File: src/rtl/soc_params.svh
`ifndef SOC_PARAMS_SVH
`define SOC_PARAMS_SVH

// ====================
// System constants
// ====================

`define SOC_FREQUENCY       32'd100000000
`define SOC_DEVICE_ID       32'd6

// Main bus regions, address bits 31:28
`define SOC_REGION_ROM      4'h0
`define SOC_REGION_BRIDGE   4'h5

// Far side devices, address bits 27:24
`define SOC_DEVICE_PLIC     4'h8
`define SOC_DEVICE_SYSREG   4'h9

// System register indices, address bits 4:2
`define SOC_REG_ID          3'd0
`define SOC_REG_FREQ        3'd1
`define SOC_REG_LEDS        3'd2

// Interrupt controller register indices
`define SOC_REG_ENABLE      3'd0
`define SOC_REG_PENDING     3'd1

// Boot ROM contents
`define SOC_ROM_WORDS       16
`define SOC_ROM_SIGNATURE   16'hB007

`endif

File: src/rtl/soc_pkg.sv
package soc_pkg;

	// ====================
	// Scalar types
	// ====================

	typedef logic [31:0] addr_t;
	typedef logic [31:0] data_t;
	typedef logic [27:0] far_addr_t;
	typedef logic [2:0]  reg_index_t;
	typedef logic [1:0]  irq_vec_t;
	typedef logic [7:0]  led_t;

	// ====================
	// Bus structs
	// ====================

	// Request held by the master until ready is seen
	typedef struct packed {
		logic  request;
		logic  rw;		// High for write
		addr_t address;
		data_t wdata;
	} bus_req_t;

	typedef struct packed {
		data_t rdata;
		logic  ready;
	} bus_rsp_t;

	// Bridge output, region bits stripped
	typedef struct packed {
		logic      request;
		logic      rw;
		far_addr_t address;
		data_t     wdata;
	} far_req_t;

	typedef enum logic {
		IDLE,
		BUSY
	} arb_state_t;

endpackage

File: src/rtl/boot_rom.sv
`include "soc_params.svh"

module boot_rom (
	input  logic              clock,
	input  logic              i_reset,
	input  soc_pkg::bus_req_t i_bus,
	input  logic              i_select,
	output soc_pkg::bus_rsp_t o_bus
);

	soc_pkg::data_t rom_table [`SOC_ROM_WORDS];
	logic [3:0] rom_index;
	logic access;

	// Signature in the upper half, word number below
	always_comb begin
		for (int i = 0; i < `SOC_ROM_WORDS; i++) begin
			rom_table[i] = {`SOC_ROM_SIGNATURE, 16'(i)};
		end
	end

	assign rom_index = i_bus.address[5:2];

	// Skip the cycle where our own ready is still out
	assign access = i_select && i_bus.request && !o_bus.ready;

	always_ff @(posedge clock) begin
		if (i_reset) begin
			o_bus.ready <= 1'b0;
		end else begin
			// Writes are acknowledged and dropped
			o_bus.ready <= access;
		end

		if (access) begin
			o_bus.rdata <= rom_table[rom_index];
		end
	end

endmodule

File: src/rtl/bus_arbiter.sv
module bus_arbiter (
	input  logic             clock,
	input  logic             i_reset,

	// Instruction port
	input  soc_pkg::bus_req_t i_ibus,
	output soc_pkg::bus_rsp_t o_ibus,

	// Data port
	input  soc_pkg::bus_req_t i_dbus,
	output soc_pkg::bus_rsp_t o_dbus,

	// Main bus
	output soc_pkg::bus_req_t o_bus,
	input  soc_pkg::bus_rsp_t i_bus
);

	soc_pkg::arb_state_t state;
	logic grant_data;
	logic ibus_pending;
	logic dbus_pending;

	// A port that sees ready this cycle still shows its old request
	assign ibus_pending = i_ibus.request && !o_ibus.ready;
	assign dbus_pending = i_dbus.request && !o_dbus.ready;

	always_ff @(posedge clock) begin
		// Ready is a single cycle pulse
		o_ibus.ready <= 1'b0;
		o_dbus.ready <= 1'b0;

		if (i_reset) begin
			state <= soc_pkg::IDLE;
			o_bus.request <= 1'b0;
			grant_data <= 1'b0;
		end else begin
			case (state)
				soc_pkg::IDLE: begin
					// Data port wins when both ask
					if (dbus_pending) begin
						o_bus <= i_dbus;
						grant_data <= 1'b1;
						state <= soc_pkg::BUSY;
					end else if (ibus_pending) begin
						o_bus <= i_ibus;
						grant_data <= 1'b0;
						state <= soc_pkg::BUSY;
					end
				end

				soc_pkg::BUSY: begin
					if (i_bus.ready) begin
						o_bus.request <= 1'b0;
						if (grant_data) begin
							o_dbus.ready <= 1'b1;
							o_dbus.rdata <= i_bus.rdata;
						end else begin
							o_ibus.ready <= 1'b1;
							o_ibus.rdata <= i_bus.rdata;
						end
						state <= soc_pkg::IDLE;
					end
				end

				default: begin
					state <= soc_pkg::IDLE;
				end
			endcase
		end
	end

endmodule

File: src/rtl/interrupt_controller.sv
`include "soc_params.svh"

module interrupt_controller (
	input  logic              clock,
	input  logic              i_reset,
	input  soc_pkg::far_req_t i_far,
	input  logic              i_select,
	input  logic              i_vblank,
	input  logic              i_ext_irq,
	output soc_pkg::bus_rsp_t o_rsp,
	output logic              o_interrupt
);

	soc_pkg::reg_index_t reg_index;
	soc_pkg::irq_vec_t enable;
	soc_pkg::irq_vec_t pending;
	soc_pkg::irq_vec_t irq_set;
	soc_pkg::irq_vec_t irq_clear;
	soc_pkg::data_t read_value;
	logic [1:0] vblank_sync;
	logic vblank_rise;
	logic access;

	assign reg_index = i_far.address[4:2];
	assign access = i_select && i_far.request && !o_rsp.ready;

	// ====================
	// Interrupt sources
	// ====================

	// Older sample in bit 1
	assign vblank_rise = vblank_sync == 2'b01;

	// Source 1 is level sensitive
	assign irq_set = {i_ext_irq, vblank_rise};

	// Write one to clear
	assign irq_clear = (access && i_far.rw && reg_index == `SOC_REG_PENDING)
		? i_far.wdata[1:0] : 2'b00;

	always_comb begin
		case (reg_index)
			`SOC_REG_ENABLE:  read_value = {30'h0, enable};
			`SOC_REG_PENDING: read_value = {30'h0, pending};
			default:          read_value = '0;
		endcase
	end

	always_ff @(posedge clock) begin
		if (i_reset) begin
			vblank_sync <= 2'b00;
			enable <= '0;
			pending <= '0;
			o_interrupt <= 1'b0;
			o_rsp.ready <= 1'b0;
		end else begin
			vblank_sync <= {vblank_sync[0], i_vblank};
			pending <= (pending & ~irq_clear) | irq_set;
			o_interrupt <= |(pending & enable);
			o_rsp.ready <= access;

			if (access && i_far.rw && reg_index == `SOC_REG_ENABLE) begin
				enable <= i_far.wdata[1:0];
			end
		end

		if (access) begin
			o_rsp.rdata <= read_value;
		end
	end

endmodule

File: src/rtl/io_bridge.sv
`include "soc_params.svh"

module io_bridge (
	input  logic              clock,
	input  logic              i_reset,

	// Near side
	input  soc_pkg::bus_req_t i_bus,
	input  logic              i_select,
	output soc_pkg::bus_rsp_t o_bus,

	// Far side
	output soc_pkg::far_req_t o_far,
	input  soc_pkg::bus_rsp_t i_plic,
	input  soc_pkg::bus_rsp_t i_sysreg,
	output logic              o_plic_select,
	output logic              o_sysreg_select
);

	soc_pkg::bus_rsp_t far_rsp;
	logic near_access;

	// ====================
	// Far device decode
	// ====================

	assign o_plic_select = o_far.address[27:24] == `SOC_DEVICE_PLIC;
	assign o_sysreg_select = o_far.address[27:24] == `SOC_DEVICE_SYSREG;

	always_comb begin
		if (o_plic_select) begin
			far_rsp = i_plic;
		end else if (o_sysreg_select) begin
			far_rsp = i_sysreg;
		end else begin
			// Unmapped device never answers
			far_rsp = '0;
		end
	end

	// ====================
	// Near to far transfer
	// ====================

	assign near_access = i_select && i_bus.request && !o_bus.ready;

	always_ff @(posedge clock) begin
		o_bus.ready <= 1'b0;

		if (i_reset) begin
			o_far.request <= 1'b0;
		end else if (o_far.request) begin
			if (far_rsp.ready) begin
				o_far.request <= 1'b0;
				o_bus.ready <= 1'b1;
				o_bus.rdata <= far_rsp.rdata;
			end
		end else if (near_access) begin
			// One access in flight at a time
			o_far.request <= 1'b1;
			o_far.rw <= i_bus.rw;
			o_far.address <= i_bus.address[27:0];
			o_far.wdata <= i_bus.wdata;
		end
	end

endmodule

File: src/rtl/soc_top.sv
`include "soc_params.svh"

module soc_top (
	input  logic              clock,
	input  logic              i_reset,
	input  soc_pkg::bus_req_t i_ibus,
	output soc_pkg::bus_rsp_t o_ibus,
	input  soc_pkg::bus_req_t i_dbus,
	output soc_pkg::bus_rsp_t o_dbus,
	input  logic              i_vblank,
	input  logic              i_ext_irq,
	output soc_pkg::led_t     o_leds,
	output logic              o_interrupt
);

	soc_pkg::bus_req_t main_req;
	soc_pkg::bus_rsp_t main_rsp;
	soc_pkg::bus_rsp_t rom_rsp;
	soc_pkg::bus_rsp_t bridge_rsp;
	soc_pkg::far_req_t far_req;
	soc_pkg::bus_rsp_t plic_rsp;
	soc_pkg::bus_rsp_t sysreg_rsp;
	logic rom_select;
	logic bridge_select;
	logic plic_select;
	logic sysreg_select;

	bus_arbiter arbiter0 (
		.clock   (clock),
		.i_reset (i_reset),
		.i_ibus  (i_ibus),
		.o_ibus  (o_ibus),
		.i_dbus  (i_dbus),
		.o_dbus  (o_dbus),
		.o_bus   (main_req),
		.i_bus   (main_rsp)
	);

	// ====================
	// Main bus decode
	// ====================

	assign rom_select = main_req.address[31:28] == `SOC_REGION_ROM;
	assign bridge_select = main_req.address[31:28] == `SOC_REGION_BRIDGE;

	always_comb begin
		if (rom_select) begin
			main_rsp = rom_rsp;
		end else if (bridge_select) begin
			main_rsp = bridge_rsp;
		end else begin
			main_rsp = '0;
		end
	end

	boot_rom rom0 (
		.clock    (clock),
		.i_reset  (i_reset),
		.i_bus    (main_req),
		.i_select (rom_select),
		.o_bus    (rom_rsp)
	);

	io_bridge bridge0 (
		.clock           (clock),
		.i_reset         (i_reset),
		.i_bus           (main_req),
		.i_select        (bridge_select),
		.o_bus           (bridge_rsp),
		.o_far           (far_req),
		.i_plic          (plic_rsp),
		.i_sysreg        (sysreg_rsp),
		.o_plic_select   (plic_select),
		.o_sysreg_select (sysreg_select)
	);

	// Far side devices
	interrupt_controller plic0 (
		.clock       (clock),
		.i_reset     (i_reset),
		.i_far       (far_req),
		.i_select    (plic_select),
		.i_vblank    (i_vblank),
		.i_ext_irq   (i_ext_irq),
		.o_rsp       (plic_rsp),
		.o_interrupt (o_interrupt)
	);

	system_registers sysreg0 (
		.clock    (clock),
		.i_reset  (i_reset),
		.i_far    (far_req),
		.i_select (sysreg_select),
		.o_rsp    (sysreg_rsp),
		.o_leds   (o_leds)
	);

endmodule

File: src/rtl/system_registers.sv
`include "soc_params.svh"

module system_registers (
	input  logic              clock,
	input  logic              i_reset,
	input  soc_pkg::far_req_t i_far,
	input  logic              i_select,
	output soc_pkg::bus_rsp_t o_rsp,
	output soc_pkg::led_t     o_leds
);

	soc_pkg::reg_index_t reg_index;
	soc_pkg::data_t read_value;
	logic access;

	assign reg_index = i_far.address[4:2];
	assign access = i_select && i_far.request && !o_rsp.ready;

	// Register read mux
	always_comb begin
		case (reg_index)
			`SOC_REG_ID:   read_value = `SOC_DEVICE_ID;
			`SOC_REG_FREQ: read_value = `SOC_FREQUENCY;
			`SOC_REG_LEDS: read_value = {24'h0, o_leds};
			default:       read_value = '0;
		endcase
	end

	always_ff @(posedge clock) begin
		if (i_reset) begin
			o_rsp.ready <= 1'b0;
			o_leds <= '0;
		end else begin
			o_rsp.ready <= access;

			// Only LEDs are writable
			if (access && i_far.rw && reg_index == `SOC_REG_LEDS) begin
				o_leds <= i_far.wdata[7:0];
			end
		end

		if (access) begin
			o_rsp.rdata <= read_value;
		end
	end

endmodule

File: config.mk
export PLATFORM = sky130hd
export DESIGN_NAME = soc_top
export DESIGN_NICKNAME = d
export VERILOG_FILES = /design/src/rtl/soc_pkg.sv /design/src/rtl/boot_rom.sv /design/src/rtl/bus_arbiter.sv /design/src/rtl/interrupt_controller.sv /design/src/rtl/io_bridge.sv /design/src/rtl/soc_top.sv /design/src/rtl/system_registers.sv
export VERILOG_INCLUDE_DIRS = /design/src /design/src/rtl
export SDC_FILE = /design/constraint.sdc
export NUM_CORES = 1
export LEC_CHECK = 0
export BUFFER_PORTS_ARGS = -buffer_cell sky130_fd_sc_hd__buf_2
export CORE_MARGIN = 2
export CORE_UTILIZATION = 45
export DETAILED_ROUTE_END_ITERATION = 6
export GPL_TIMING_DRIVEN = 0
export PLACE_DENSITY_LB_ADDON = 0.15
export SETUP_SLACK_MARGIN = 0.5
export SLEW_MARGIN = 20
export SYNTH_ARGS = -nofsm -noshare
export SYNTH_HDL_FRONTEND = slang
export SYNTH_HIERARCHICAL = 1
export SYNTH_SLANG_ARGS = --single-unit
File: constraint.sdc
create_clock -name clock -period 8.8 [get_ports clock]
set_clock_uncertainty 0.2 [all_clocks]
set_input_delay 1.32 -clock clock [delete_from_list [all_inputs] [get_ports clock]]
set_output_delay 1.32 -clock clock [all_outputs]
set_load 0.02 [all_outputs]
==> key figures <==
Setup path
  – FF-to-FF setup slack: between 5000 and 6000 ps
  – RR Endpoint: arbiter0/o_dbus[21]
  – Critical Path AT: 2970 ps
  – FF-to-FF path depth: 8
  – Crit path kind: flop to flop
  – CP Max Fanout: 11
  – CP endpoint kind: flop
  – Critical Path Start: arbiter0/o_bus[60]
  – Startpoint types: flop
  – Reg2reg start: arbiter0/o_bus[60]
  – Req. time, crit path: 8720 ps

Synthesis
  – Avg Inst Size Synth: 13.0 µm²
  – Yosys warnings: 6
  – Cells after Synth: 591
  – Post-Synthesis Cell Area: 7690 µm²

Timing
  – Final worst slack: around 5800 ps
  – Setup_tns: 0 ps
  – Min cycle time layout: 3050 ps
  – Slew HR: between 50% and 60%
  – Fin crit share: between 30% and 40%
  – Hold Fails Final Rpt: 0
  – Slew @ Worst Pin: 650 ps
  – Fmax: 328 MHz
  – Slew Limit Fails: 0
  – Final setup fails: 0
  – Setup repair after global routing missed its margin: false

Clock tree
  – Clock Pin Slew Worst Setup and Hold Paths: 60 ps
  – CTS Buf Count: 17
  – H-tree depth: 4
  – Skew-Pair Late Insertion Delay: 420 ps
  – Resize count post-CTS: 0
  – CTS Root Cell: clkbuf_16
  – CTS sink cnt: ~170
  – Clk buf depth: 2
  – CTS tree: yes
  – Post-CTS setup buffers: 0
  – CTS Hold Bufs: 0

Power and ir drop
  – Total power draw: 1.76 mW
  – Leakage: 3.97 nW
  – Pwr dens: 185 nW/µm²
  – Worst vdd ir: 0.139 mV

Routing
  – Vias: 4774
  – WL final: between 10000 and 15000 µm
  – Iter 0 DRT Violations: 232
  – Wirelength per Cell: about 14 µm
  – DR pass1 iterations: 4
  – Drt via density: 4.58
  – DRC Markers: 0
  – Detail Route Antenna Nets: 0

Cells and area
  – Share of post-route cells with drive strength above 1: 35.8%
  – # fillers: 1357
  – Syn-to-layout area delta: 24.3%
  – Antenna cells: 0
  – Nets: 946

Floorplan
  – Top Ports: 211
  – Core box area: 16600 µm²
  – Die Height: between 100 and 150 µm
  – Initial core utilization: 46.2%
  – Chip width: 135 µm
  – Cell Rows: 47
  – Die area: 18100 µm²

Global routing
  – Grt total ovfl: 0
  – Largest net degree at the start of global routing: 20
  – GRT Resource Usage Total: 16.6%
  – First-pass GRT wire length: 23300 µm
  – Vias in the first global route: 4670
  – Initial antenna violation count: 0

Min path
  – Worst hold endpoint: bridge0/o_far[6]
  – Start point of the worst hold path: arbiter0/o_bus[6]
  – Hold Path Stages: 0
  – Hold Path Class: flop to flop

Flow run
  – Max-cap viol count: 0

Placement
  – Post-DP HPWL: 10800 µm
  – DP Worst Slack: 5350 ps
  – Routability congestion estimate: roughly 0.73
  – IO buf count: approximately 120

Outcome
  – Status: completed
-- cells in the final DEF, fill, tap and decap left out, drive strengths merged, types with 2 or more instances in the layout --
cell type,count
or3b,35
or2b,8
nand2b,12
and3b,2
buf,244
o21bai,2
nor2,9
mux2i,9
conb,70
nor3,8
and3,6
dfxtp,25
clkinvlp,2
nor2b,5
edfxtp,148
inv,6
nand2,68
a31o,2
a21boi,2
nor3b,4
bufinv,4
a21oi,36
clkbuf,35
a22o,34
nand3,34
-- state kept, by name, indices dropped and copies added (netlist names), 2 cells and up --
signal	cells
plic0/o_rsp	3
bridge0/o_far	17
arbiter0/o_ibus	33
sysreg0/o_rsp	10
plic0/vblank_sync	2
plic0/enable	2
sysreg0/o_leds	8
bridge0/o_bus	33
arbiter0/o_bus	22
plic0/pending	2
arbiter0/o_dbus	33
rom0/o_bus	5
-- stage by stage --
| step | std cells | utilization [%] | instance area [µm²] | hold WS [ps] |
|---|---|---|---|---|
| 2_1_floorplan | 657 | - | 7930 | 200 |
| 3_3_place_gp | 999 | 53.0 | 8820 | 200 |
| 3_5_place_dp | 1011 | 53.7 | 8940 | 206 |
| 4_1_cts | 1043 | 57.4 | 9550 | 221 |
| 5_1_grt | 1043 | 57.4 | 9550 | 224 |
| 6_report | 1043 | 57.4 | 9550 | 220 |
-- worst max-delay path: stages (launching register included) --
cell,delay [ps]
edfxtp_1,490
clkbuf_2,220
or3b_1,400
a21oi_1,220
nand2_1,180
nor3b_2,340
buf_4,260
buf_4,220
buf_4,220
-- area by class of cell --
| cell class | count | area (µm²) | share of cell area [%] |
|---|---|---|---|
| well taps | 220 | 275 | 2.88 |
| clock inverters | 7 | 140 | 1.47 |
| inverters | 6 | 22.5 | 0.236 |
| multi-input cells | 358 | 2130 | 22.3 |
| flip-flops and latches | 173 | 4940 | 51.8 |
| clock buffers | 25 | 475 | 4.98 |
| plain buffers | 120 | 856 | 8.96 |
| repair buffers | 134 | 706 | 7.39 |
-- layer usage --
layer  part of all wire [%]  global-route usage [%]  routed length (µm)
met2                     49                    27.7                6940
met4                    1.8                    6.37                 256
met3                    4.4                    3.72                 619
met1                     45                    21.2                6350
met5                      0                       0                   0
-- worst max path at each step --
| stage | to | slack [ps] | cells after the start |
|---|---|---|---|
| after floorplan | arbiter0/o_dbus[10] | 4220 | 2 |
| after global placement | arbiter0/o_dbus[24] | 2820 | 3 |
| after detailed placement | arbiter0/o_ibus[24] | 5350 | 6 |
| after CTS | arbiter0/o_ibus[20] | 5710 | 8 |
| after global routing | arbiter0/o_dbus[20] | 5530 | 8 |
| final | arbiter0/o_dbus[21] | 5750 | 8 |
-- power breakdown --
group / leakage (nW) / internal, mW / switching [mW] / total (mW)
Clock: 0.292 / 0.490 / 0.288 / 0.778
Sequential: 1.58 / 0.893 / 0.00461 / 0.897
Combinational: 2.10 / 0.0463 / 0.0427 / 0.0890
Total: 3.97 / 1.43 / 0.336 / 1.76
Power figures use the tool's default switching activity.
